<file path="config.mk">
export PLATFORM = sky130hd
export DESIGN_NAME = i2c_master_top
export DESIGN_NICKNAME = d
export VERILOG_FILES = /design/src/logic/i2c_bus_pkg.sv /design/src/logic/i2c_txn_pkg.sv /design/src/logic/i2c_bit_if.sv /design/src/logic/i2c_bit_engine.sv /design/src/logic/i2c_master_top.sv /design/src/logic/i2c_txn_controller.sv /design/src/logic/sync_fifo.sv
export VERILOG_INCLUDE_DIRS = /design/src /design/src/logic
export SDC_FILE = /design/constraint.sdc
export NUM_CORES = 1
export LEC_CHECK = 0
export BUFFER_PORTS_ARGS = -buffer_cell sky130_fd_sc_hd__buf_2
export CAP_MARGIN = 25
export CORE_MARGIN = 2
export CORE_UTILIZATION = 45
export CTS_CLUSTER_DIAMETER = 40
export DETAILED_ROUTE_END_ITERATION = 10
export PLACE_DENSITY_LB_ADDON = 0.15
export SYNTH_ARGS = -nofsm -noshare
export SYNTH_HDL_FRONTEND = slang
export SYNTH_SLANG_ARGS = --single-unit
</file>
<file path="constraint.sdc">
create_clock -name clock -period 4.3 [get_ports clock]
set_input_delay 0.645 -clock clock [delete_from_list [all_inputs] [get_ports clock]]
set_output_delay 0.645 -clock clock [all_outputs]
set_load 0.02 [all_outputs]
</file>
<file path="src/logic/i2c_config.svh">
`ifndef I2C_CONFIG_SVH
`define I2C_CONFIG_SVH

// fifo depths, entries
`define I2C_CMD_FIFO_DEPTH 2
`define I2C_DATA_FIFO_DEPTH 2

// divider ticks a target may hold SCL low
`define I2C_STRETCH_MAX_TICKS 31

// host side word widths
`define I2C_BYTE_WIDTH 8
`define I2C_CMD_WIDTH 24

`endif

</file>
<file path="src/logic/i2c_bus_pkg.sv">
`include "i2c_config.svh"

package i2c_bus_pkg;

    // clock cycles per quarter bit period
    typedef logic [15:0] divider_t;
    typedef logic [$clog2(`I2C_STRETCH_MAX_TICKS + 1) - 1:0] stretch_count_t;
    typedef logic [1:0] phase_t;

    // one symbol on the bus, four quarter phases each
    typedef enum logic [2:0] {
        op_start, op_restart, op_write_bit, op_read_bit, op_stop
    } bit_op_t;

endpackage

</file>
<file path="src/logic/i2c_txn_pkg.sv">
`include "i2c_config.svh"

package i2c_txn_pkg;

    typedef logic [`I2C_BYTE_WIDTH-1:0] byte_t;
    typedef logic [6:0] dev_addr_t;
    typedef logic [7:0] reg_addr_t;
    typedef logic [7:0] byte_count_t;
    typedef logic [2:0] bit_index_t;

    // host command word, msb first
    typedef struct packed {
        dev_addr_t   dev_addr;
        logic        read;
        byte_count_t count;
        reg_addr_t   reg_addr;
    } cmd_word_t;

    typedef enum logic [3:0] {
        idle, addr_w, reg_addr, restart, addr_r, write_data, read_data, ack_out, stop
    } txn_state_t;

endpackage

</file>
<file path="src/logic/i2c_bit_if.sv">
`timescale 1ns/1ps

interface i2c_bit_if;
    import i2c_bus_pkg::*;

    // request side
    logic    go;
    bit_op_t op;
    logic    tx_bit;

    // completion side, one cycle pulses
    logic    done;
    logic    rx_bit;
    logic    timeout;

    modport ctrl (
        output go, op, tx_bit,
        input  done, rx_bit, timeout
    );

    modport engine (
        input  go, op, tx_bit,
        output done, rx_bit, timeout
    );
endinterface

</file>
<file path="src/logic/i2c_bit_engine.sv">
`timescale 1ns/1ps
`include "i2c_config.svh"

module i2c_bit_engine (
    input  logic                  clock,
    input  logic                  reset_n,
    input  i2c_bus_pkg::divider_t divider,
    i2c_bit_if.engine             bit_port,
    input  logic                  scl_in,
    input  logic                  sda_in,
    output logic                  scl_out,
    output logic                  sda_out
);
    import i2c_bus_pkg::*;

    localparam stretch_count_t stretch_limit = stretch_count_t'(`I2C_STRETCH_MAX_TICKS);

    logic           busy;
    logic           tick;
    logic           stalled;
    phase_t         phase;
    phase_t         next_phase;
    divider_t       div_count;
    stretch_count_t stretch_count;

    // {scl, sda} for one quarter of a symbol
    function automatic logic [1:0] levels(bit_op_t op, phase_t ph, logic tx);
        logic [1:0] lv;
        case (op)
            op_start:    lv = (ph == 2'd0) ? 2'b11 : (ph == 2'd1) ? 2'b10 : 2'b00;
            op_restart:  lv = (ph == 2'd0) ? 2'b01 : (ph == 2'd3) ? 2'b00 : {1'b1, ph == 2'd1};
            op_stop:     lv = (ph == 2'd0) ? 2'b00 : {1'b1, ph[1]};
            op_read_bit: lv = {ph[1] ^ ph[0], 1'b1};
            default:     lv = {ph[1] ^ ph[0], tx};
        endcase
        return lv;
    endfunction

    //////////////////////////////
    // quarter tick divider

    assign tick = busy && (div_count == '0);

    always_ff @(posedge clock or negedge reset_n) begin
        if (!reset_n) begin
            div_count <= '0;
        end else if (bit_port.go || tick) begin
            div_count <= divider - 16'd1;
        end else if (busy) begin
            div_count <= div_count - 16'd1;
        end
    end

    //////////////////////////////
    // phase sequencing

    // released SCL still low means the target is stretching
    assign stalled    = scl_out && !scl_in;
    assign next_phase = phase + 2'd1;

    always_ff @(posedge clock or negedge reset_n) begin
        if (!reset_n) begin
            busy             <= 1'b0;
            phase            <= '0;
            stretch_count    <= '0;
            scl_out          <= 1'b1;
            sda_out          <= 1'b1;
            bit_port.done    <= 1'b0;
            bit_port.timeout <= 1'b0;
            bit_port.rx_bit  <= 1'b1;
        end else begin
            bit_port.done    <= 1'b0;
            bit_port.timeout <= 1'b0;
            if (bit_port.go) begin
                busy               <= 1'b1;
                phase              <= '0;
                stretch_count      <= '0;
                {scl_out, sda_out} <= levels(bit_port.op, 2'd0, bit_port.tx_bit);
            end else if (tick && stalled) begin
                if (stretch_count == stretch_limit) begin
                    // abandon the symbol, float both lines
                    busy             <= 1'b0;
                    scl_out          <= 1'b1;
                    sda_out          <= 1'b1;
                    bit_port.done    <= 1'b1;
                    bit_port.timeout <= 1'b1;
                end else begin
                    stretch_count <= stretch_count + 1'b1;
                end
            end else if (tick) begin
                stretch_count <= '0;
                // sample late in the high half of SCL
                if (phase == 2'd2) begin
                    bit_port.rx_bit <= sda_in;
                end
                if (phase == 2'd3) begin
                    busy          <= 1'b0;
                    bit_port.done <= 1'b1;
                end else begin
                    phase              <= next_phase;
                    {scl_out, sda_out} <= levels(bit_port.op, next_phase, bit_port.tx_bit);
                end
            end
        end
    end
endmodule

</file>
<file path="src/logic/i2c_master_top.sv">
`timescale 1ns/1ps
`include "i2c_config.svh"

module i2c_master_top (
    input  logic                   clock,
    input  logic                   reset_n,
    input  logic                   s_axis_cmd_valid,
    output logic                   s_axis_cmd_ready,
    input  i2c_txn_pkg::cmd_word_t s_axis_cmd_data,
    input  logic                   s_axis_data_valid,
    output logic                   s_axis_data_ready,
    input  i2c_txn_pkg::byte_t     s_axis_data,
    output logic                   m_axis_data_valid,
    input  logic                   m_axis_data_ready,
    output i2c_txn_pkg::byte_t     m_axis_data,
    input  i2c_bus_pkg::divider_t  divider,
    input  logic                   sda_in,
    output logic                   sda_out,
    input  logic                   scl_in,
    output logic                   scl_out
);
    import i2c_txn_pkg::*;

    logic      cmd_valid;
    logic      cmd_ready;
    cmd_word_t cmd_data;
    logic      wr_valid;
    logic      wr_ready;
    byte_t     wr_data;
    logic      rd_valid;
    logic      rd_ready;
    byte_t     rd_data;

    i2c_bit_if bit_bus ();

    //////////////////////////////
    // host side queues

    sync_fifo #(.width(`I2C_CMD_WIDTH), .depth(`I2C_CMD_FIFO_DEPTH)) cmd_fifo (
        .clock(clock), .reset_n(reset_n),
        .in_valid(s_axis_cmd_valid), .in_ready(s_axis_cmd_ready), .in_data(s_axis_cmd_data),
        .out_valid(cmd_valid), .out_ready(cmd_ready), .out_data(cmd_data)
    );

    sync_fifo #(.width(`I2C_BYTE_WIDTH), .depth(`I2C_DATA_FIFO_DEPTH)) wr_fifo (
        .clock(clock), .reset_n(reset_n),
        .in_valid(s_axis_data_valid), .in_ready(s_axis_data_ready), .in_data(s_axis_data),
        .out_valid(wr_valid), .out_ready(wr_ready), .out_data(wr_data)
    );

    // read bytes back to the host
    sync_fifo #(.width(`I2C_BYTE_WIDTH), .depth(`I2C_DATA_FIFO_DEPTH)) rd_fifo (
        .clock(clock), .reset_n(reset_n),
        .in_valid(rd_valid), .in_ready(rd_ready), .in_data(rd_data),
        .out_valid(m_axis_data_valid), .out_ready(m_axis_data_ready), .out_data(m_axis_data)
    );

    //////////////////////////////
    // controller and bus engine

    i2c_txn_controller i2c_txn_controller_inst (
        .clock(clock), .reset_n(reset_n),
        .cmd_valid(cmd_valid), .cmd_ready(cmd_ready), .cmd_data(cmd_data),
        .wr_valid(wr_valid), .wr_ready(wr_ready), .wr_data(wr_data),
        .rd_valid(rd_valid), .rd_ready(rd_ready), .rd_data(rd_data),
        .bit_port(bit_bus)
    );

    i2c_bit_engine i2c_bit_engine_inst (
        .clock(clock), .reset_n(reset_n),
        .divider(divider),
        .bit_port(bit_bus),
        .scl_in(scl_in), .sda_in(sda_in),
        .scl_out(scl_out), .sda_out(sda_out)
    );
endmodule

</file>
<file path="src/logic/i2c_txn_controller.sv">
`timescale 1ns/1ps

module i2c_txn_controller (
    input  logic                   clock,
    input  logic                   reset_n,
    input  logic                   cmd_valid,
    output logic                   cmd_ready,
    input  i2c_txn_pkg::cmd_word_t cmd_data,
    input  logic                   wr_valid,
    output logic                   wr_ready,
    input  i2c_txn_pkg::byte_t     wr_data,
    output logic                   rd_valid,
    input  logic                   rd_ready,
    output i2c_txn_pkg::byte_t     rd_data,
    i2c_bit_if.ctrl                bit_port
);
    import i2c_bus_pkg::*;
    import i2c_txn_pkg::*;

    txn_state_t  state;
    txn_state_t  after_ack;
    cmd_word_t   cmd;
    byte_t       shift;
    bit_index_t  bit_idx;
    byte_count_t count;
    logic        pending;
    logic        ack_phase;
    logic        flush;
    logic        issue;
    bit_op_t     issue_op;
    logic        issue_tx;

    // count holds the bytes not yet moved through a data FIFO
    // leftovers of an aborted write are dropped while idle
    assign flush     = (state == idle) && !pending && !cmd.read && (count != '0);
    assign cmd_ready = (state == idle) && !pending && !flush;
    assign wr_ready  = flush || ((state == write_data) && !pending && !ack_phase
                                 && (bit_idx == '0));
    assign rd_valid  = (state == ack_out) && !pending;
    assign rd_data   = shift;

    always_comb begin
        case (state)
            addr_w:   after_ack = reg_addr;
            reg_addr: after_ack = (count == '0) ? stop : (cmd.read ? restart : write_data);
            addr_r:   after_ack = read_data;
            default:  after_ack = (count == '0) ? stop : write_data;
        endcase
        // target NACK ends the transfer
        if (bit_port.rx_bit) begin
            after_ack = stop;
        end
    end

    //////////////////////////////
    // next symbol to request

    always_comb begin
        issue    = 1'b0;
        issue_op = op_write_bit;
        issue_tx = 1'b1;
        if (!pending) begin
            case (state)
                idle: begin
                    issue    = cmd_valid && cmd_ready;
                    issue_op = op_start;
                end
                restart: begin
                    issue    = 1'b1;
                    issue_op = op_restart;
                end
                stop: begin
                    issue    = 1'b1;
                    issue_op = op_stop;
                end
                read_data: begin
                    issue    = 1'b1;
                    issue_op = op_read_bit;
                end
                // byte is pushed as its ACK/NACK goes out
                ack_out: begin
                    issue    = rd_ready;
                    issue_tx = (count == 8'd1);
                end
                write_data: begin
                    issue    = ack_phase || wr_valid;
                    issue_op = ack_phase ? op_read_bit : op_write_bit;
                    issue_tx = ack_phase || wr_data[bit_idx];
                end
                default: begin
                    issue    = 1'b1;
                    issue_op = ack_phase ? op_read_bit : op_write_bit;
                    issue_tx = ack_phase || shift[bit_idx];
                end
            endcase
        end
    end

    always_ff @(posedge clock or negedge reset_n) begin
        if (!reset_n) begin
            cmd   <= '0;
            count <= '0;
        end else if (cmd_valid && cmd_ready) begin
            cmd   <= cmd_data;
            count <= cmd_data.count;
        end else if ((wr_valid && wr_ready) || (rd_valid && rd_ready)) begin
            count <= count - 8'd1;
        end
    end

    //////////////////////////////
    // transaction sequencing

    always_ff @(posedge clock or negedge reset_n) begin
        if (!reset_n) begin
            state           <= idle;
            shift           <= '0;
            bit_idx         <= '0;
            pending         <= 1'b0;
            ack_phase       <= 1'b0;
            bit_port.go     <= 1'b0;
            bit_port.op     <= op_stop;
            bit_port.tx_bit <= 1'b1;
        end else begin
            bit_port.go <= issue;
            if (issue) begin
                pending         <= 1'b1;
                bit_port.op     <= issue_op;
                bit_port.tx_bit <= issue_tx;
            end else if (pending && bit_port.done) begin
                pending <= 1'b0;
                if (bit_port.timeout) begin
                    state     <= idle;
                    ack_phase <= 1'b0;
                end else begin
                    case (state)
                        idle: begin
                            state   <= addr_w;
                            shift   <= {cmd.dev_addr, 1'b0};
                            bit_idx <= 3'd7;
                        end
                        restart: begin
                            state   <= addr_r;
                            shift   <= {cmd.dev_addr, 1'b1};
                            bit_idx <= 3'd7;
                        end
                        addr_w, reg_addr, addr_r, write_data: begin
                            // index wraps to 7 for the next byte
                            if (!ack_phase) begin
                                ack_phase <= (bit_idx == '0);
                                bit_idx   <= bit_idx - 3'd1;
                            end else begin
                                ack_phase <= 1'b0;
                                state     <= after_ack;
                                shift     <= cmd.reg_addr;
                            end
                        end
                        read_data: begin
                            shift[bit_idx] <= bit_port.rx_bit;
                            bit_idx        <= bit_idx - 3'd1;
                            if (bit_idx == '0) begin
                                state <= ack_out;
                            end
                        end
                        ack_out: state <= (count == '0) ? stop : read_data;
                        default: state <= idle;
                    endcase
                end
            end
        end
    end
endmodule

</file>
<file path="src/logic/sync_fifo.sv">
`timescale 1ns/1ps

module sync_fifo #(
    parameter int width = 8,
    parameter int depth = 2
) (
    input  logic             clock,
    input  logic             reset_n,
    input  logic             in_valid,
    output logic             in_ready,
    input  logic [width-1:0] in_data,
    output logic             out_valid,
    input  logic             out_ready,
    output logic [width-1:0] out_data
);
    localparam int ptr_width = (depth > 1) ? $clog2(depth) : 1;
    localparam int cnt_width = $clog2(depth + 1);

    logic [width-1:0]     mem [depth];
    logic [ptr_width-1:0] wr_ptr;
    logic [ptr_width-1:0] rd_ptr;
    logic [cnt_width-1:0] fill;
    logic                 push;
    logic                 pop;

    assign in_ready  = (fill != cnt_width'(depth));
    assign out_valid = (fill != '0);
    assign out_data  = mem[rd_ptr];
    assign push      = in_valid && in_ready;
    assign pop       = out_valid && out_ready;

    // pointer wrap for any depth
    function automatic logic [ptr_width-1:0] bump(logic [ptr_width-1:0] ptr);
        return (ptr == ptr_width'(depth - 1)) ? '0 : ptr + 1'b1;
    endfunction

    always_ff @(posedge clock) begin
        if (push) begin
            mem[wr_ptr] <= in_data;
        end
    end

    always_ff @(posedge clock or negedge reset_n) begin
        if (!reset_n) begin
            wr_ptr <= '0;
            rd_ptr <= '0;
            fill   <= '0;
        end else begin
            if (push) begin
                wr_ptr <= bump(wr_ptr);
            end
            if (pop) begin
                rd_ptr <= bump(rd_ptr);
            end
            if (push && !pop) begin
                fill <= fill + 1'b1;
            end else if (pop && !push) begin
                fill <= fill - 1'b1;
            end
        end
    end
endmodule

</file>
* Word-level counts from Yosys, hierarchy flattened
Memories as Yosys holds them, arrays and structs flattened.
Index checks and enable logic that the tools add are counted.
** Word-level totals
- Register bits after elaboration :: 87
- Bits in writable memories :: 80
- Output and inout bits :: 13
- Logic and storage cells :: 255
- Memories kept :: 3
** Cells by class
- $add $sub $neg :: 18
- $lt $le $gt $ge :: 2
- Equal/unequal tests :: 29
- Mux-type cells :: 91
- Bitwise gates (word level) :: 5
- Reduce and logical (&&, ||, !) cells :: 77
** Memory list
- cmd_fifo.mem :: depth 2, bits a word 24, rd ports 1, clocked after Yosys merged registers in 0, wr ports 1, RTL line sync_fifo.sv:19 : logic [width-1:0] mem [depth];
- rd_fifo.mem :: depth 2, bits a word 8, rd ports 1, clocked after Yosys merged registers in 0, wr ports 1, RTL line sync_fifo.sv:19
- wr_fifo.mem :: depth 2, bits a word 8, rd ports 1, clocked after Yosys merged registers in 0, wr ports 1, RTL line sync_fifo.sv:19
** Operator list (count)
- two-way mux 1 bit :: 44
- two-way mux 16 bit :: 2
- one-hot mux 8 bit (4 select lines) :: 1
- subtractor 16 x 1 -> 16 bit (second input constant) :: 2
- two-way mux 2 bit :: 15
- two-way mux 4 bit :: 7
- logical AND 1 bit :: 25
- two-way mux 8 bit :: 3
- nonzero test 2 bit :: 11
- two-way mux 5 bit :: 4
- one-hot mux 4 bit (5 select lines) :: 1
- == test 4 x 3 -> 1 bit (second input constant) :: 4
- logical NOT 16 bit :: 1
- one-hot mux 3 bit (5 select lines) :: 1
- != test 2 bit (second input constant) :: 6
- one-hot mux 4 bit (3 select lines) :: 1
- AND reduction 3 bit :: 4
- logical NOT 1 bit :: 11
- AND reduction 5 bit :: 2
- two-way mux 3 bit :: 3
- one-hot mux 3 bit (3 select lines) :: 1
- nonzero test 3 bit :: 3
- adder 2 x 1 -> 2 bit (second input constant) :: 4
- bitwise mux 8 bit :: 1
- 39 further kinds :: 65

* Longest topological paths before layout
Gate-level depths: netlist of run 1.
- Depth in word-level cells :: 11
- Gate-level depth with buffers :: 14
- Depth with buffers taken out :: 11

* Hierarchy
From an unflattened synthesis of run 1, not the netlist that was laid out.
** Second synthesis, totals
- Cell total of the unflattened synthesis :: 780
- Area, all modules :: 8767.2 um^2
** Modules (own cells, without submodules)
- i2c_txn_controller :: instances 1, cells each 351, area an instance 2961.6 um^2, sequential area each 1153.6 um^2
- i2c_bit_engine :: instances 1, cells each 250, area an instance 2200.9 um^2, sequential area each 729.4 um^2
- sync_fifo (cmd_fifo) :: instances 1, cells each 93, area an instance 2030.7 um^2, sequential area each 1541.5 um^2
- sync_fifo (rd_fifo ...) :: instances 2, cells each 43, area an instance 787.0 um^2, sequential area each 580.6 um^2

* Worst setup path after synthesis of run 1
No wires, ideal clock.
- Kind :: reg-to-reg
- Start :: register i2c_bit_engine_inst.div_count[5]
- End :: register i2c_bit_engine_inst.div_count[14]
- Setup time :: 77 ps
- Arrival time :: 2962 ps
- Setup slack :: 1260 ps
- Stages on the path, launching flop included :: 13
- Path through :: dfrtp_1 -> nor4_4 -> nand4_2 -> o21ai_4 -> clkbuf_1 -> mux2i_1 -> ha_1 -> clkbuf_1 -> nand3_1 -> mux2i_1 -> nand3_1 -> xor2_1 -> a21oi_1
** On the way
- Word-level cells in the longest chain between the ends :: 4
- Elaborated cells between the ends (all ways) :: 7
- Classes of those cells :: 1 x add/sub; 2 x mux; 4 x reduce/logical
** Ends and longest elaborated chain
- from (decl) :: RTL line i2c_bit_engine.sv:23 : divider_t div_count;
- from (signal assigned) :: RTL line i2c_bit_engine.sv:48 : div_count <= divider - 16'd1;
- from (signal assigned) :: RTL line i2c_bit_engine.sv:50 : div_count <= div_count - 16'd1;
- branches (longest 4 deep; another with subtractor 16 x 1 -> 16 bit)
Several ways; the timed one is not identified. The select of a mux whose other input is x is not followed.
A chain may end at the register's enable or synchronous reset.

* Worst setup path after layout of run 1
- Start :: register i2c_bit_engine_inst.busy
- End :: register i2c_bit_engine_inst.div_count[14]
** On the way
- Word-level cells in the longest chain between the ends :: 3
- Elaborated cells between the ends (all ways) :: 4
- Classes of those cells :: 1 x mux; 3 x reduce/logical
** Ends and longest elaborated chain
- from (decl) :: RTL line i2c_bit_engine.sv:18 : logic busy;
- from (signal assigned) :: RTL line i2c_bit_engine.sv:63 : busy <= 1'b0;
- from (signal assigned) :: RTL line i2c_bit_engine.sv:75 : busy <= 1'b1;
- from (signal assigned) :: RTL line i2c_bit_engine.sv:82 : busy <= 1'b0;
- logical AND 1 bit :: RTL line i2c_bit_engine.sv:42 : assign tick = busy && (div_count == '0);
- logical OR 1 bit :: RTL line i2c_bit_engine.sv:47 : end else if (bit_port.go || tick) begin
- two-way mux 16 bit / nonzero test 2 bit (equally long branches)
Several ways; a longest one is shown, not always the timed one.

==> metrics.md, run 1 <==
| Metric | Value |
|---|---|
| Sequential share of the synthesized area | 0.562 |
| Die Area | 19,200 µm² |
| Die height | 139 µm |
| Maxcap violations | 0 |
| Num rows | 49 |
| Setup-failing EPs final | 0 |
| Worst clock skew | 0.0133 ns |
| Via/cell ratio | 5.48 |
| Crit start category | flop |
| Synth Warn # | 0 |
| Seq cells post-synth | about 170 |
| Max FO, Critical Path | 17 |
| Clk_lat worst skew | 0.43 ns |
| GRT Util Overall | 0.175 |
| Routed wire length | 16,500 µm |
| Leakage power | 3.82 nW |
| CTS tree | built |
| IO Count | 68 |
| # diodes | 0 |
| Detailed Route Iter0 Violations | 312 |
| Dpl cells | a little over 1,000 |
| Post-cts hold buffer count | 0 |
| Unrepaired setup endpoints after global routing | no |
| Worst Setup SP | i2c_bit_engine_inst.busy$_DFFE_PN0P_ |
| Final non-filler cell total | 1,043 |
| Clock tree buffer depth | 2 |
| Initial antenna violation count | 0 |
| Relative slew slack | 0.458 |
| Pins over their slew limit | 0 |
| EDFF count, synth | 80 |
| Post-Route Utilization | 0.522 |
| Fin crit share | 0.829 |
| Dpl hpwl | between 10,000 and 15,000 µm |
| Core Area | 17,800 µm² |
| Vias in the first global route | 5,516 |
| TNS Setup | 0 ns |
| Final ANT Viol Nets | 0 |
| Buffers on Ports | 67 |
| CP Capture Type | flop |
| Max Freq | around 280 MHz |
| Drt drc | 0 |
| CP cell instances | nor4b_4, nand4_2, nor2_2, nor2_1, buf_4, a21oi_1, ha_1, nand3_1, mux2i_1, nand3_1, xor2_1, a21oi_1 |
| Netlist Area Pre-Place | slightly above 8000 µm² |
| Post-route cell area | 9310 µm² |
| Max IR drop VDD | between 0.2 and 0.3 mV |
| Status | finished clean |
| Mapped Nets | 811 |
| Worst EP required | 4.65 ns |
| Synthesized area per cell | approximately 11 µm² |
| Detailed-route via count | 5,714 |
| H-tree depth | 4 |
| PwrDens | 455 nW/µm² |
| CTS Sinks | between 150 and 200 |
| Hold Crit Class | primary input to async pin |
| Root Driver | clkbuf_16 |
| Share of post-route cells with drive strength above 1 | 0.179 |
| # Post-CTS Setup Buffers | 0 |
| Worst-margin pin slew | 0.813 ns |
| Tmin final | approximately 3.6 ns |
| First-pass DRT Iterations | 5 |
| Reg2reg start | i2c_bit_engine_inst.busy$_DFFE_PN0P_ |
| Worst-path clk slew | about 0.070 ns |
| Wirelength per Cell | about 16 µm |
| Slowest CP cell | dfrtp_1 |
| CP Data Arrival Time | 3.92 ns |
| Post-CTS Resized | 0 |
| Cell area after placement | a little under 9000 µm² |
| Dominant synthesized flop cell | dfrtp_1 |
| Hold Vio Cnt, Final | 0 |
| Cts bufs inserted | 17 |
| Top delay family on crit path | simple AND/OR/NAND/NOR gates |
| Grt total ovfl | 0 |
| Syn Inst Count | between 700 and 800 |
| First-pass GRT wire length | 27,400 µm |
| Final-stage net count | between 800 and 900 |
| Area Overhead vs Synth | 14.2% |
| Kind of critical path | flop to flop |
| Largest net degree at the start of global routing | 62 |
| Die width | 139 µm |
| Distinct cells, synth | 71 |
| Slowest Stage Delay on Critical Path | 0.71 ns |
| Crit path buf inv count | 1 |
| Final Wtd Congestion | between 0.8 and 0.9 |
| Initial Util | 0.457 |
| Asr flop ratio synth | 0.521 |
==> through the flow <==
stage,hold WS (ns),power [mW],worst slack (ns)
5_1_grt,0.374,4.43,0.473
4_1_cts,0.331,4.28,0.758
3_3_place_gp,0.463,2.70,0.903
3_5_place_dp,0.470,2.74,0.790
6_report,0.292,4.24,0.733
2_1_floorplan,0.349,2.52,1.26
==> Yosys cell counts, types with 3 or more instances <==
cell type	count	area [µm²]
dfrtp_1	82	2050
edfxtp_1	80	2400
nor2_1	74	278
nand2_1	70	263
a21oi_1	52	260
o21ai_0	38	190
clkbuf_1	35	131
mux2i_1	34	340
nor3_1	26	130
xnor2_1	26	228
xor2_1	21	184
inv_1	19	71.3
nand3_1	19	95.1
mux2_2	13	146
ha_1	12	150
a211oi_1	9	67.6
a221oi_1	9	78.8
nor2b_1	9	56.3
and3_1	7	43.8
o31ai_1	7	52.6
nand2b_1	6	37.5
a31oi_1	5	31.3
dfstp_2	5	131
or3_1	5	31.3
nor3b_1	4	30.0
nor4_1	4	25.0
o21ai_1	4	20.0
or2_2	4	25.0
and2_1	3	18.8
o211ai_1	3	22.5
o22ai_1	3	18.8
or4_1	3	22.5
==> registers in the layout (all words and copies together) (netlist names), 3 cells and up <==
register                             cells
i2c_txn_controller_inst.state            4
i2c_bit_engine_inst.stretch_count        5
i2c_bit_engine_inst.div_count           16
i2c_txn_controller_inst.bit_port.op      3
cmd_fifo.mem                            48
i2c_txn_controller_inst.rd_data          8
wr_fifo.mem                             16
rd_fifo.mem                             16
i2c_txn_controller_inst.cmd             16
i2c_txn_controller_inst.count            8
i2c_txn_controller_inst.bit_idx          3
==> metal layers <==
layer	wire length [µm]	part of all wire	track usage
met1	8130	0.49	0.252
met2	7520	0.46	0.267
met3	738	0.045	0.0425
met4	134	0.0081	0.0494
met5	0	0	0
==> layout make-up <==
type                       instances  area [µm²]
clock inverter                    14         164
sequential                       167        4590
fill                            1553        8530
tap                              229         287
timing repair buffer              76         420
clock buffer                      18         429
multi-input combinational        519        3350
inverter                          20        75.1
==> placed cells by master (no fill, tap or decap), types with 4 or more instances in the layout <==
| master | n |
|---|---|
| a31oi_1 | 5 |
| dfstp_2 | 5 |
| a211oi_1 | 9 |
| nor2_1 | 73 |
| edfxtp_1 | 80 |
| clkbuf_16 | 17 |
| inv_1 | 19 |
| nor4_1 | 4 |
| ha_1 | 12 |
| nand3_1 | 19 |
| mux2i_1 | 34 |
| or3_1 | 5 |
| nand2b_1 | 6 |
| xor2_1 | 21 |
| dfrtp_1 | 82 |
| and3_1 | 7 |
| buf_4 | 8 |
| mux2_2 | 13 |
| o21ai_0 | 38 |
| buf_2 | 66 |
| nor3_1 | 26 |
| or2_2 | 4 |
| a221oi_1 | 9 |
| a21oi_1 | 52 |
| nor3b_1 | 4 |
| nor2b_1 | 9 |
| nand2_1 | 70 |
| o31ai_1 | 7 |
| xnor2_1 | 26 |
==> report_power, final <==
part	internal, mW	leakage (nW)	switching (mW)
Sequential	1.93	1.84	0.165
Combinational	0.261	1.70	0.342
Clock	0.872	0.281	0.662
Total	3.07	3.82	1.17
==> path summary, 6_finish.rpt <==
check                                                                end  slack, ns  depth (start not counted)
setup / recovery           i2c_bit_engine_inst.div_count[14]$_DFFE_PN0P_       0.73                         12
hold / removal                                wr_fifo.rd_ptr$_DFFE_PN0P_       0.29                          1
setup reg to reg           i2c_bit_engine_inst.div_count[14]$_DFFE_PN0P_       0.73                         12
hold reg to reg               i2c_txn_controller_inst.cmd[5]$_DFFE_PN0N_       0.48                          2
max in group asynchronous   i2c_txn_controller_inst.count[5]$_DFFE_PN0P_       3.14                          2
min in group clock                          cmd_fifo.mem[0][5]$_DFFE_PP_       0.40                          1
==> cell families (layout without fill, tap and decap cells) <==
family                     count (synthesis)  count (layout)  share of synthesized area
AOI/OAI and AO/OA                        156             156                      0.120
xor gates and xnor gates                  47              47                     0.0505
adders and majority gates                 12              12                     0.0184
buffers and inverters                     58             128                     0.0270
DFF                                      167             167                      0.562
muxes                                     50              50                     0.0669
and+or+nand+nor                          254             254                      0.155
Power figures use the tool's default switching activity.
==> inputs of run 2 (changes only) <==
- ABC_AREA: unset -> 1
- clock period: 4.3 -> 3.73 ns (I/O delays scaled with it)
==> run 2 against run 1 <==
Compared with the run above:
- highest routed layer unchanged
- critical path type unchanged
- non-clock buffer count decreased by 2
- setup slack better by 0.40 ns
- critical endpoint is now i2c_bit_engine_inst.div_count[6]$_DFFE_PN0P_
- final area increased by 1.9%
- largest cell class unchanged
- worst hold slack worse by 0.19 ns
- sequential power up 12%
==> metrics.md, run 2 <==
| Metric | Value |
|---|---|
| Status | finished clean (unchanged) |
| Sequential share of the synthesized area | 0.551 (was 0.562) |
| Worst EP required | 4.01 ns (was 4.65 ns) |
| Maxcap violations | 0 (unchanged) |
| Area of the multi-input gates | 3210 µm² (was 3350 µm²) |
| Worst-path clk slew | 0.07 ns (about the same) |
| Worst clock skew | 0.00890 ns (was 0.0133 ns) |
| Core Area | 18,000 µm² (was 17,800 µm²) |
| # Post-CTS Setup Buffers | 0 (unchanged) |
| Reg2reg start | i2c_bit_engine_inst.div_count[13]$_DFFE_PN0P_ (was i2c_bit_engine_inst.busy$_DFFE_PN0P_) |
| Num rows | 49 (unchanged) |
| Asr flop ratio synth | 0.521 (unchanged) |
| Routed wire length | 17,200 µm (was 16,500 µm) |
| Hold Crit Class | primary input to async pin (unchanged) |
| CTS Sinks | 167 (unchanged) |
| Slowest CP cell | dfrtp_1 (unchanged) |
| # diodes | 0 (unchanged) |
| Synthesized area per cell | 9.01 µm² (was 11.0 µm²) |
| CTS tree | built (unchanged) |
| Netlist Area Pre-Place | 8320 µm² (was 8150 µm²) |
| First-pass GRT wire length | 29,200 µm (was 27,400 µm) |
| Via/cell ratio | 5.05 (was 5.48) |
| Cts bufs inserted | 17 (unchanged) |
| Commonest cells in the synthesized netlist | 249 x nand2_1, 88 x inv_1, 82 x dfrtp_1, 82 x nor2_1, 80 x edfxtp_1 (was 82 x dfrtp_1, 80 x edfxtp_1, 74 x nor2_1, 70 x nand2_1, 52 x a21oi_1) |
| Crit path buf inv count | 0 (was 1) |
| Max FO, Critical Path | 25 (was 17) |
| Switch share | 0.287 (was 0.276) |
| Synth Warn # | 0 (unchanged) |
| Seq cells post-synth | 167 (unchanged) |
| First-pass DRT Iterations | 4 (was 5) |
| Reg power frac | 0.459 (was 0.496) |
| Max reg flops | 48 (unchanged) |
| Leakage power | 4.22 nW (was 3.82 nW) |
| Final ANT Viol Nets | 0 (unchanged) |
| Buffers on Ports | 67 (unchanged) |
| Top reg by flops | cmd_fifo.mem (unchanged) |
| Clk_lat worst skew | 0.43 ns (about the same) |
| Commonest non-fill, non-tap cell in the layout | nand2_1 (was dfrtp_1) |
| Dpl hpwl | 11,900 µm (was 11,600 µm) |
| Internal power | 3.67 mW (was 3.07 mW) |
| Area contributors post-synth | edfxtp_1 29%, dfrtp_1 25%, nand2_1 11% (was edfxtp_1 29%, dfrtp_1 25%, mux2i_1 4.2%) |
| Dominant synthesized flop cell | dfrtp_1 (unchanged) |
| Sw Pwr | 1.47 mW (was 1.17 mW) |
| Fillers | 1,706 (was 1,553) |
| PwrDens | 542 nW/µm² (was 455 nW/µm²) |
| Max Freq | 386 MHz (was 280 MHz) |
| Final-stage net count | 1,057 (was 868) |
| Tmin final | 2.59 ns (was 3.57 ns) |
| Vias in the first global route | 5,905 (was 5,516) |
| Cell with the most instances after synthesis | nand2_1 (was dfrtp_1) |
| Die width | 140 µm (was 139 µm) |
| R2R cell count | 11 (was 12) |
| Die Area | 19,600 µm² (was 19,200 µm²) |
| Pins over their slew limit | 0 (unchanged) |
| Largest net degree at the start of global routing | 44 (was 62) |
| Distinct cells, synth | 55 (was 71) |
| Synth top area share | 0.289 (was 0.295) |
| Wirelength per Cell | 14.0 µm (was 15.8 µm) |
| Clock tree buffer depth | 2 (unchanged) |
| Initial antenna violation count | 0 (unchanged) |
| Worst-margin pin slew | 0.802 ns (was 0.813 ns) |
| CP Data Arrival Time | 2.88 ns (was 3.92 ns) |
| Drt drc | 0 (unchanged) |
| Crit Reg-Reg Endpoint | i2c_bit_engine_inst.div_count[6]$_DFFE_PN0P_ (was i2c_bit_engine_inst.div_count[14]$_DFFE_PN0P_) |
| Most frequent cells in the layout | 249 x nand2_1, 88 x inv_1, 82 x dfrtp_1, 80 x nor2_1, 80 x edfxtp_1 (was 82 x dfrtp_1, 80 x edfxtp_1, 73 x nor2_1, 70 x nand2_1, 66 x buf_2) |
| R2R setup slack | 1.14 ns (was 0.73 ns) |
| Top delay family on crit path | simple AND/OR/NAND/NOR gates (unchanged) |
| Unrepaired setup endpoints after global routing | no (unchanged) |
| Slowest Stage Delay on Critical Path | 0.40 ns (was 0.71 ns) |
| Sequential Area | 4590 µm² (unchanged) |
| Max IR drop VDD | 0.323 mV (was 0.283 mV) |
| Initial Util | 0.461 (was 0.457) |
| Fin crit share | 0.695 (was 0.829) |
| Die height | 140 µm (was 139 µm) |
| IO Count | 68 (unchanged) |
| Mapped Nets | 990 (was 811) |
| Post-cts hold buffer count | 0 (unchanged) |
| Grt total ovfl | 0 (unchanged) |
| Hold Slack | 0.101 ns (was 0.292 ns) |
| Final Wtd Congestion | 0.907 (was 0.844) |
| Cell taking the most area after synthesis | edfxtp_1 (unchanged) |
| Comb power frac | 0.173 (was 0.142) |
| Share of post-route cells with drive strength above 1 | 0.172 (was 0.179) |
| Root Driver | clkbuf_16 (unchanged) |
| Post-CTS Resized | 0 (unchanged) |
| Setup-failing EPs final | 0 (unchanged) |
| EDFF count, synth | 80 (unchanged) |
| Most used cell, CP | nand2_1 |
| Clock share of power | 0.368 (was 0.362) |
| Area Overhead vs Synth | 14.1% (was 14.2%) |
| H-tree depth | 4 (unchanged) |
| Relative slew slack | 0.465 (was 0.458) |
| GRT Util Overall | 0.187 (was 0.175) |
| Hold Vio Cnt, Final | 0 (unchanged) |
| TNS Setup | 0 ns (unchanged) |
| Kind of critical path | flop to flop (unchanged) |
| CP cell instances | nor3_2, nand3_4, nand2_4, nand2_1, nand2_1, ha_1, nand3_2, nor2_2, nor2_1, o21ai_1, o21ai_0 (was nor4b_4, nand4_2, nor2_2, nor2_1, buf_4, a21oi_1, ha_1, nand3_1, mux2i_1, nand3_1, xor2_1, a21oi_1) |
| Detailed-route via count | 6,217 (was 5,714) |
| Crit start category | flop (unchanged) |
| Detailed Route Iter0 Violations | 332 (was 312) |
| CP Capture Type | flop (unchanged) |
| Syn Inst Count | 923 (was 744) |
## run 2: cell count changes in the layout (fill, tap and decap cells not counted), sizes merged, moves of 17 or more
cell	before	now
o21ai	43	67
xnor2	26	4
nand3	19	54
a31oi	5	22
nor2	76	103
mux2i	35	1
inv	25	104
nand2	70	262
## run 2: kinds of logic (layout without fill, tap and decap cells)
| group | count (synthesis) | in the layout | share of synthesized area |
|---|---|---|---|
| flops | 167 | 167 | 0.551 |
| simple gates | 445 | 445 | 0.241 |
| mux | 1 | 1 | 0.00120 |
| xor+xnor | 14 | 14 | 0.0147 |
| compound gates | 158 | 158 | 0.111 |
| buf+inv | 126 | 206 | 0.0627 |
| fa+ha+maj | 12 | 12 | 0.0181 |
## run 2: metal layers
metal,wire (µm),track usage,share of wire
met2,7820,0.288,0.45
met5,0,0,0
met1,8210,0.266,0.48
met4,320,0.0663,0.019
met3,838,0.0362,0.049
## run 2: worst max path at each step
stage / from / to / slack, ns / depth (start not counted)
2_1_floorplan: cmd_fifo.fill[0]$_DFFE_PN0P_ / cmd_fifo.mem[1][0]$_DFFE_PP_ / 1.52 / 4
3_3_place_gp: i2c_bit_engine_inst.div_count[13]$_DFFE_PN0P_ / i2c_bit_engine_inst.div_count[6]$_DFFE_PN0P_ / 1.21 / 11
3_5_place_dp: i2c_bit_engine_inst.div_count[13]$_DFFE_PN0P_ / i2c_bit_engine_inst.div_count[6]$_DFFE_PN0P_ / 1.13 / 11
4_1_cts: i2c_bit_engine_inst.div_count[13]$_DFFE_PN0P_ / i2c_bit_engine_inst.div_count[6]$_DFFE_PN0P_ / 1.13 / 11
5_1_grt: i2c_bit_engine_inst.div_count[9]$_DFFE_PN0P_ / i2c_bit_engine_inst.div_count[6]$_DFFE_PN0P_ / 0.93 / 13
6_report: i2c_bit_engine_inst.div_count[13]$_DFFE_PN0P_ / i2c_bit_engine_inst.div_count[6]$_DFFE_PN0P_ / 1.14 / 11
## run 2: per-stage QoR
stage / total power [mW] / std cells / worst slack, ns / utilization / cell area (µm²)
floorplan: 3.02 / 923 / 1.52 / - / 8320
global placement: 3.29 / 1200 / 1.21 / 0.491 / 8850
detailed placement: 3.29 / 1200 / 1.13 / 0.491 / 8850
CTS: 5.19 / 1232 / 1.13 / 0.527 / 9490
global route: 5.40 / 1232 / 0.931 / 0.527 / 9490
finish: 5.14 / 1232 / 1.14 / 0.527 / 9490
## run 2: power groups by stage
| stage | Sequential, mW | Clock [mW] | Combinational [mW] |
|---|---|---|---|
| 2_1_floorplan | 2.36 | 0 | 0.659 |
| 3_3_place_gp | 2.39 | 0 | 0.895 |
| 3_5_place_dp | 2.40 | 0 | 0.894 |
| 4_1_cts | 2.36 | 1.93 | 0.897 |
| 5_1_grt | 2.39 | 2.00 | 1.01 |
| 6_report | 2.36 | 1.89 | 0.887 |
## run 2: layout make-up
| cell class | count | share of cell area |
|---|---|---|
| Tap cell | 229 | 0.0302 |
| Clock buffer | 17 | 0.0448 |
| Inverter | 100 | 0.0398 |
| Timing Repair Buffer | 74 | 0.0411 |
| Clock inverter | 15 | 0.0224 |
| Sequential cell | 167 | 0.483 |
| Multi-Input combinational cell | 630 | 0.339 |
==> inputs of run 3 (changes only) <==
- clock period: 3.73 -> 2.3 ns (I/O delays scaled with it)
==> run 3 against run 2 <==
Compared with the run above:
- power increased by 58%
- first-iteration DRC count increased by 2.1%
- utilization increased by 0.82 points
- die area unchanged
- cell count increased by 1.8%
- clock skew increased by 0.0043 ns
- largest cell class unchanged
==> metrics.md, run 3 (same netlist as run 2, synthesis figures left out) <==
| Metric | Value |
|---|---|
| Share of post-route cells with drive strength above 1 | 0.191 (was 0.172) |
| Routed wire length | 17,300 µm (was 17,200 µm) |
| Die height | 140 µm (unchanged) |
| Pins over their slew limit | 0 (unchanged) |
| First-pass GRT wire length | 29,200 µm (about the same) |
| Via/cell ratio | 5.00 (was 5.05) |
| Clock tree buffer depth | 2 (unchanged) |
| Commonest non-fill, non-tap cell in the layout | nand2_1 (unchanged) |
| Post-route cell area | 9640 µm² (was 9490 µm²) |
| Final-stage net count | 1,079 (was 1,057) |
| Hold Crit Class | primary input to flop (was primary input to async pin) |
| Area Overhead vs Synth | 15.9% (was 14.1%) |
| Worst-margin pin slew | 0.628 ns (was 0.802 ns) |
| Crit start category | flop (unchanged) |
| Worst EP required | 2.60 ns (was 4.01 ns) |
| Total power draw | 8.13 mW (was 5.14 mW) |
| Top reg by flops | cmd_fifo.mem (unchanged) |
| Root Driver | clkbuf_16 (unchanged) |
| IO Count | 68 (unchanged) |
| Final ANT Viol Nets | 0 (unchanged) |
| Max FO, Critical Path | 4 (was 25) |
| Core Area | 18,000 µm² (unchanged) |
| Cell area after placement | 9020 µm² (was 8850 µm²) |
| Area of the multi-input gates | 3230 µm² (was 3210 µm²) |
| First-pass DRT Iterations | 6 (was 4) |
| Fin crit share | 0.930 (was 0.695) |
| Max IR drop VDD | 0.524 mV (was 0.323 mV) |
| Die Area | 19,600 µm² (unchanged) |
| Relative slew slack | 0.581 (was 0.465) |
| Max Freq | 467 MHz (was 386 MHz) |
| Initial antenna violation count | 0 (unchanged) |
| Die width | 140 µm (unchanged) |
| Dpl hpwl | 12,500 µm (was 11,900 µm) |
| Worst clock skew | 0.0132 ns (was 0.00890 ns) |
| Setup-failing EPs final | 0 (unchanged) |
| CP Data Arrival Time | 2.44 ns (was 2.88 ns) |
| Initial Util | 0.461 (unchanged) |
| Buffers on Ports | 67 (unchanged) |
| Max reg flops | 48 (unchanged) |
| Tmin final | 2.14 ns (was 2.59 ns) |
| GRT Util Overall | 0.186 (was 0.187) |
| Wirelength per Cell | 13.8 µm (was 14.0 µm) |
| Final Wtd Congestion | 0.952 (was 0.907) |
| Grt total ovfl | 0 (unchanged) |
| Clk_lat worst skew | 0.43 ns (about the same) |
| Detailed Route Iter0 Violations | 339 (was 332) |
| Fillers | 1,674 (was 1,706) |
| PwrDens | 843 nW/µm² (was 542 nW/µm²) |
| Worst-path clk slew | 0.07 ns (about the same) |
| Largest net degree at the start of global routing | 53 (was 44) |
| Leakage power | 4.31 nW (was 4.22 nW) |
| CTS Sinks | 167 (unchanged) |
| H-tree depth | 4 (unchanged) |
| CTS tree | built (unchanged) |
| Vias in the first global route | 5,917 (was 5,905) |
| Detailed-route via count | 6,266 (was 6,217) |
| Num rows | 49 (unchanged) |
| Maxcap violations | 0 (unchanged) |
| Status | finished clean (unchanged) |
| Drt drc | 0 (unchanged) |
| Cts bufs inserted | 17 (unchanged) |
| Kind of critical path | flop to flop (unchanged) |
| # diodes | 0 (unchanged) |
| Most frequent cells in the layout | 249 x nand2_1, 88 x inv_1, 82 x dfrtp_1, 80 x nor2_1, 80 x edfxtp_1 (unchanged) |
| Hold Vio Cnt, Final | 0 (unchanged) |
| CP Capture Type | flop (unchanged) |
| Sequential Area | 4590 µm² (unchanged) |
-- run 3: metal layers --
metal | vias to the layer above | part of all wire | routed length [µm] | track usage
li1 | 3248 | - | - | -
met1 | 2872 | 0.50 | 8650 | 0.271
met3 | 16 | 0.036 | 621 | 0.0308
met2 | 130 | 0.45 | 7800 | 0.286
met4 | 0 | 0.013 | 229 | 0.0579
met5 | - | 0 | 0 | 0
-- run 3: per-stage QoR --
| step | setup slack [ns] | hold slack (ns) | util | TNS, ns | instances |
|---|---|---|---|---|---|
| after CTS | 0.0511 | 0.0893 | 0.533 | 0 | 1253 |
| final | 0.160 | 0.109 | 0.535 | 0 | 1254 |
| after global placement | 0.144 | 0.362 | 0.500 | 0 | 1220 |
| after floorplan | 0.0907 | 0.0494 | - | 0 | 923 |
| after global routing | -0.0217 | 0.0853 | 0.535 | -0.0217 | 1254 |
| after detailed placement | 0.0742 | 0.366 | 0.500 | 0 | 1220 |
-- run 3: path summary, 6_finish.rpt --
kind                                                                   start  slack [ns]  cells past startpoint                                              to
worst max-delay path            i2c_txn_controller_inst.count[0]$_DFFE_PN0P_        0.16                     12                     wr_fifo.fill[1]$_DFFE_PN0P_
worst min-delay path                                     s_axis_cmd_data[22]        0.11                      1                   cmd_fifo.mem[1][22]$_DFFE_PP_
worst max register to register  i2c_txn_controller_inst.count[0]$_DFFE_PN0P_        0.16                     12                     wr_fifo.fill[1]$_DFFE_PN0P_
worst min register to register                   rd_fifo.fill[0]$_DFFE_PN0P_        0.48                      1                     rd_fifo.fill[0]$_DFFE_PN0P_
max in group asynchronous                                            reset_n        1.15                      3         i2c_bit_engine_inst.sda_out$_DFFE_PN1P_
min in group asynchronous                                            reset_n        0.44                      2  i2c_txn_controller_inst.rd_data[4]$_DFFE_PN0P_
-- run 3: critical path: stages (launching register included) --
cell	delay [ns]
dfrtp_1	0.38
inv_1	0.07
ha_1	0.23
nand3_2	0.11
nor2_1	0.08
nor2_2	0.20
nand2_1	0.08
o31ai_1	0.10
nand2_2	0.15
ha_4	0.26
a21oi_1	0.09
o21ai_0	0.10
xor2_1	0.15
-- run 3: where the power goes --
| group | internal (mW) | leakage, nW | switching (mW) |
|---|---|---|---|
| Combinational | 0.532 | 2.18 | 0.956 |
| Clock | 1.54 | 0.283 | 1.27 |
| Sequential | 3.62 | 1.84 | 0.215 |
-- run 3: layout make-up --
class	count	area share
clock buffers	17	0.0441
multi-input cells	630	0.335
clock inverters	15	0.0165
flip-flops and latches	167	0.476
well taps	229	0.0297
inverters	100	0.0392
repair buffers	96	0.0596
-- run 3: what timing repair did --
action                     in CTS  in global routing
setup buffers                   0                  1
hold buffers                    1                  0
hold endpoints to repair       35                  0
setup endpoints to repair       0                  5
resized for setup               0                  3
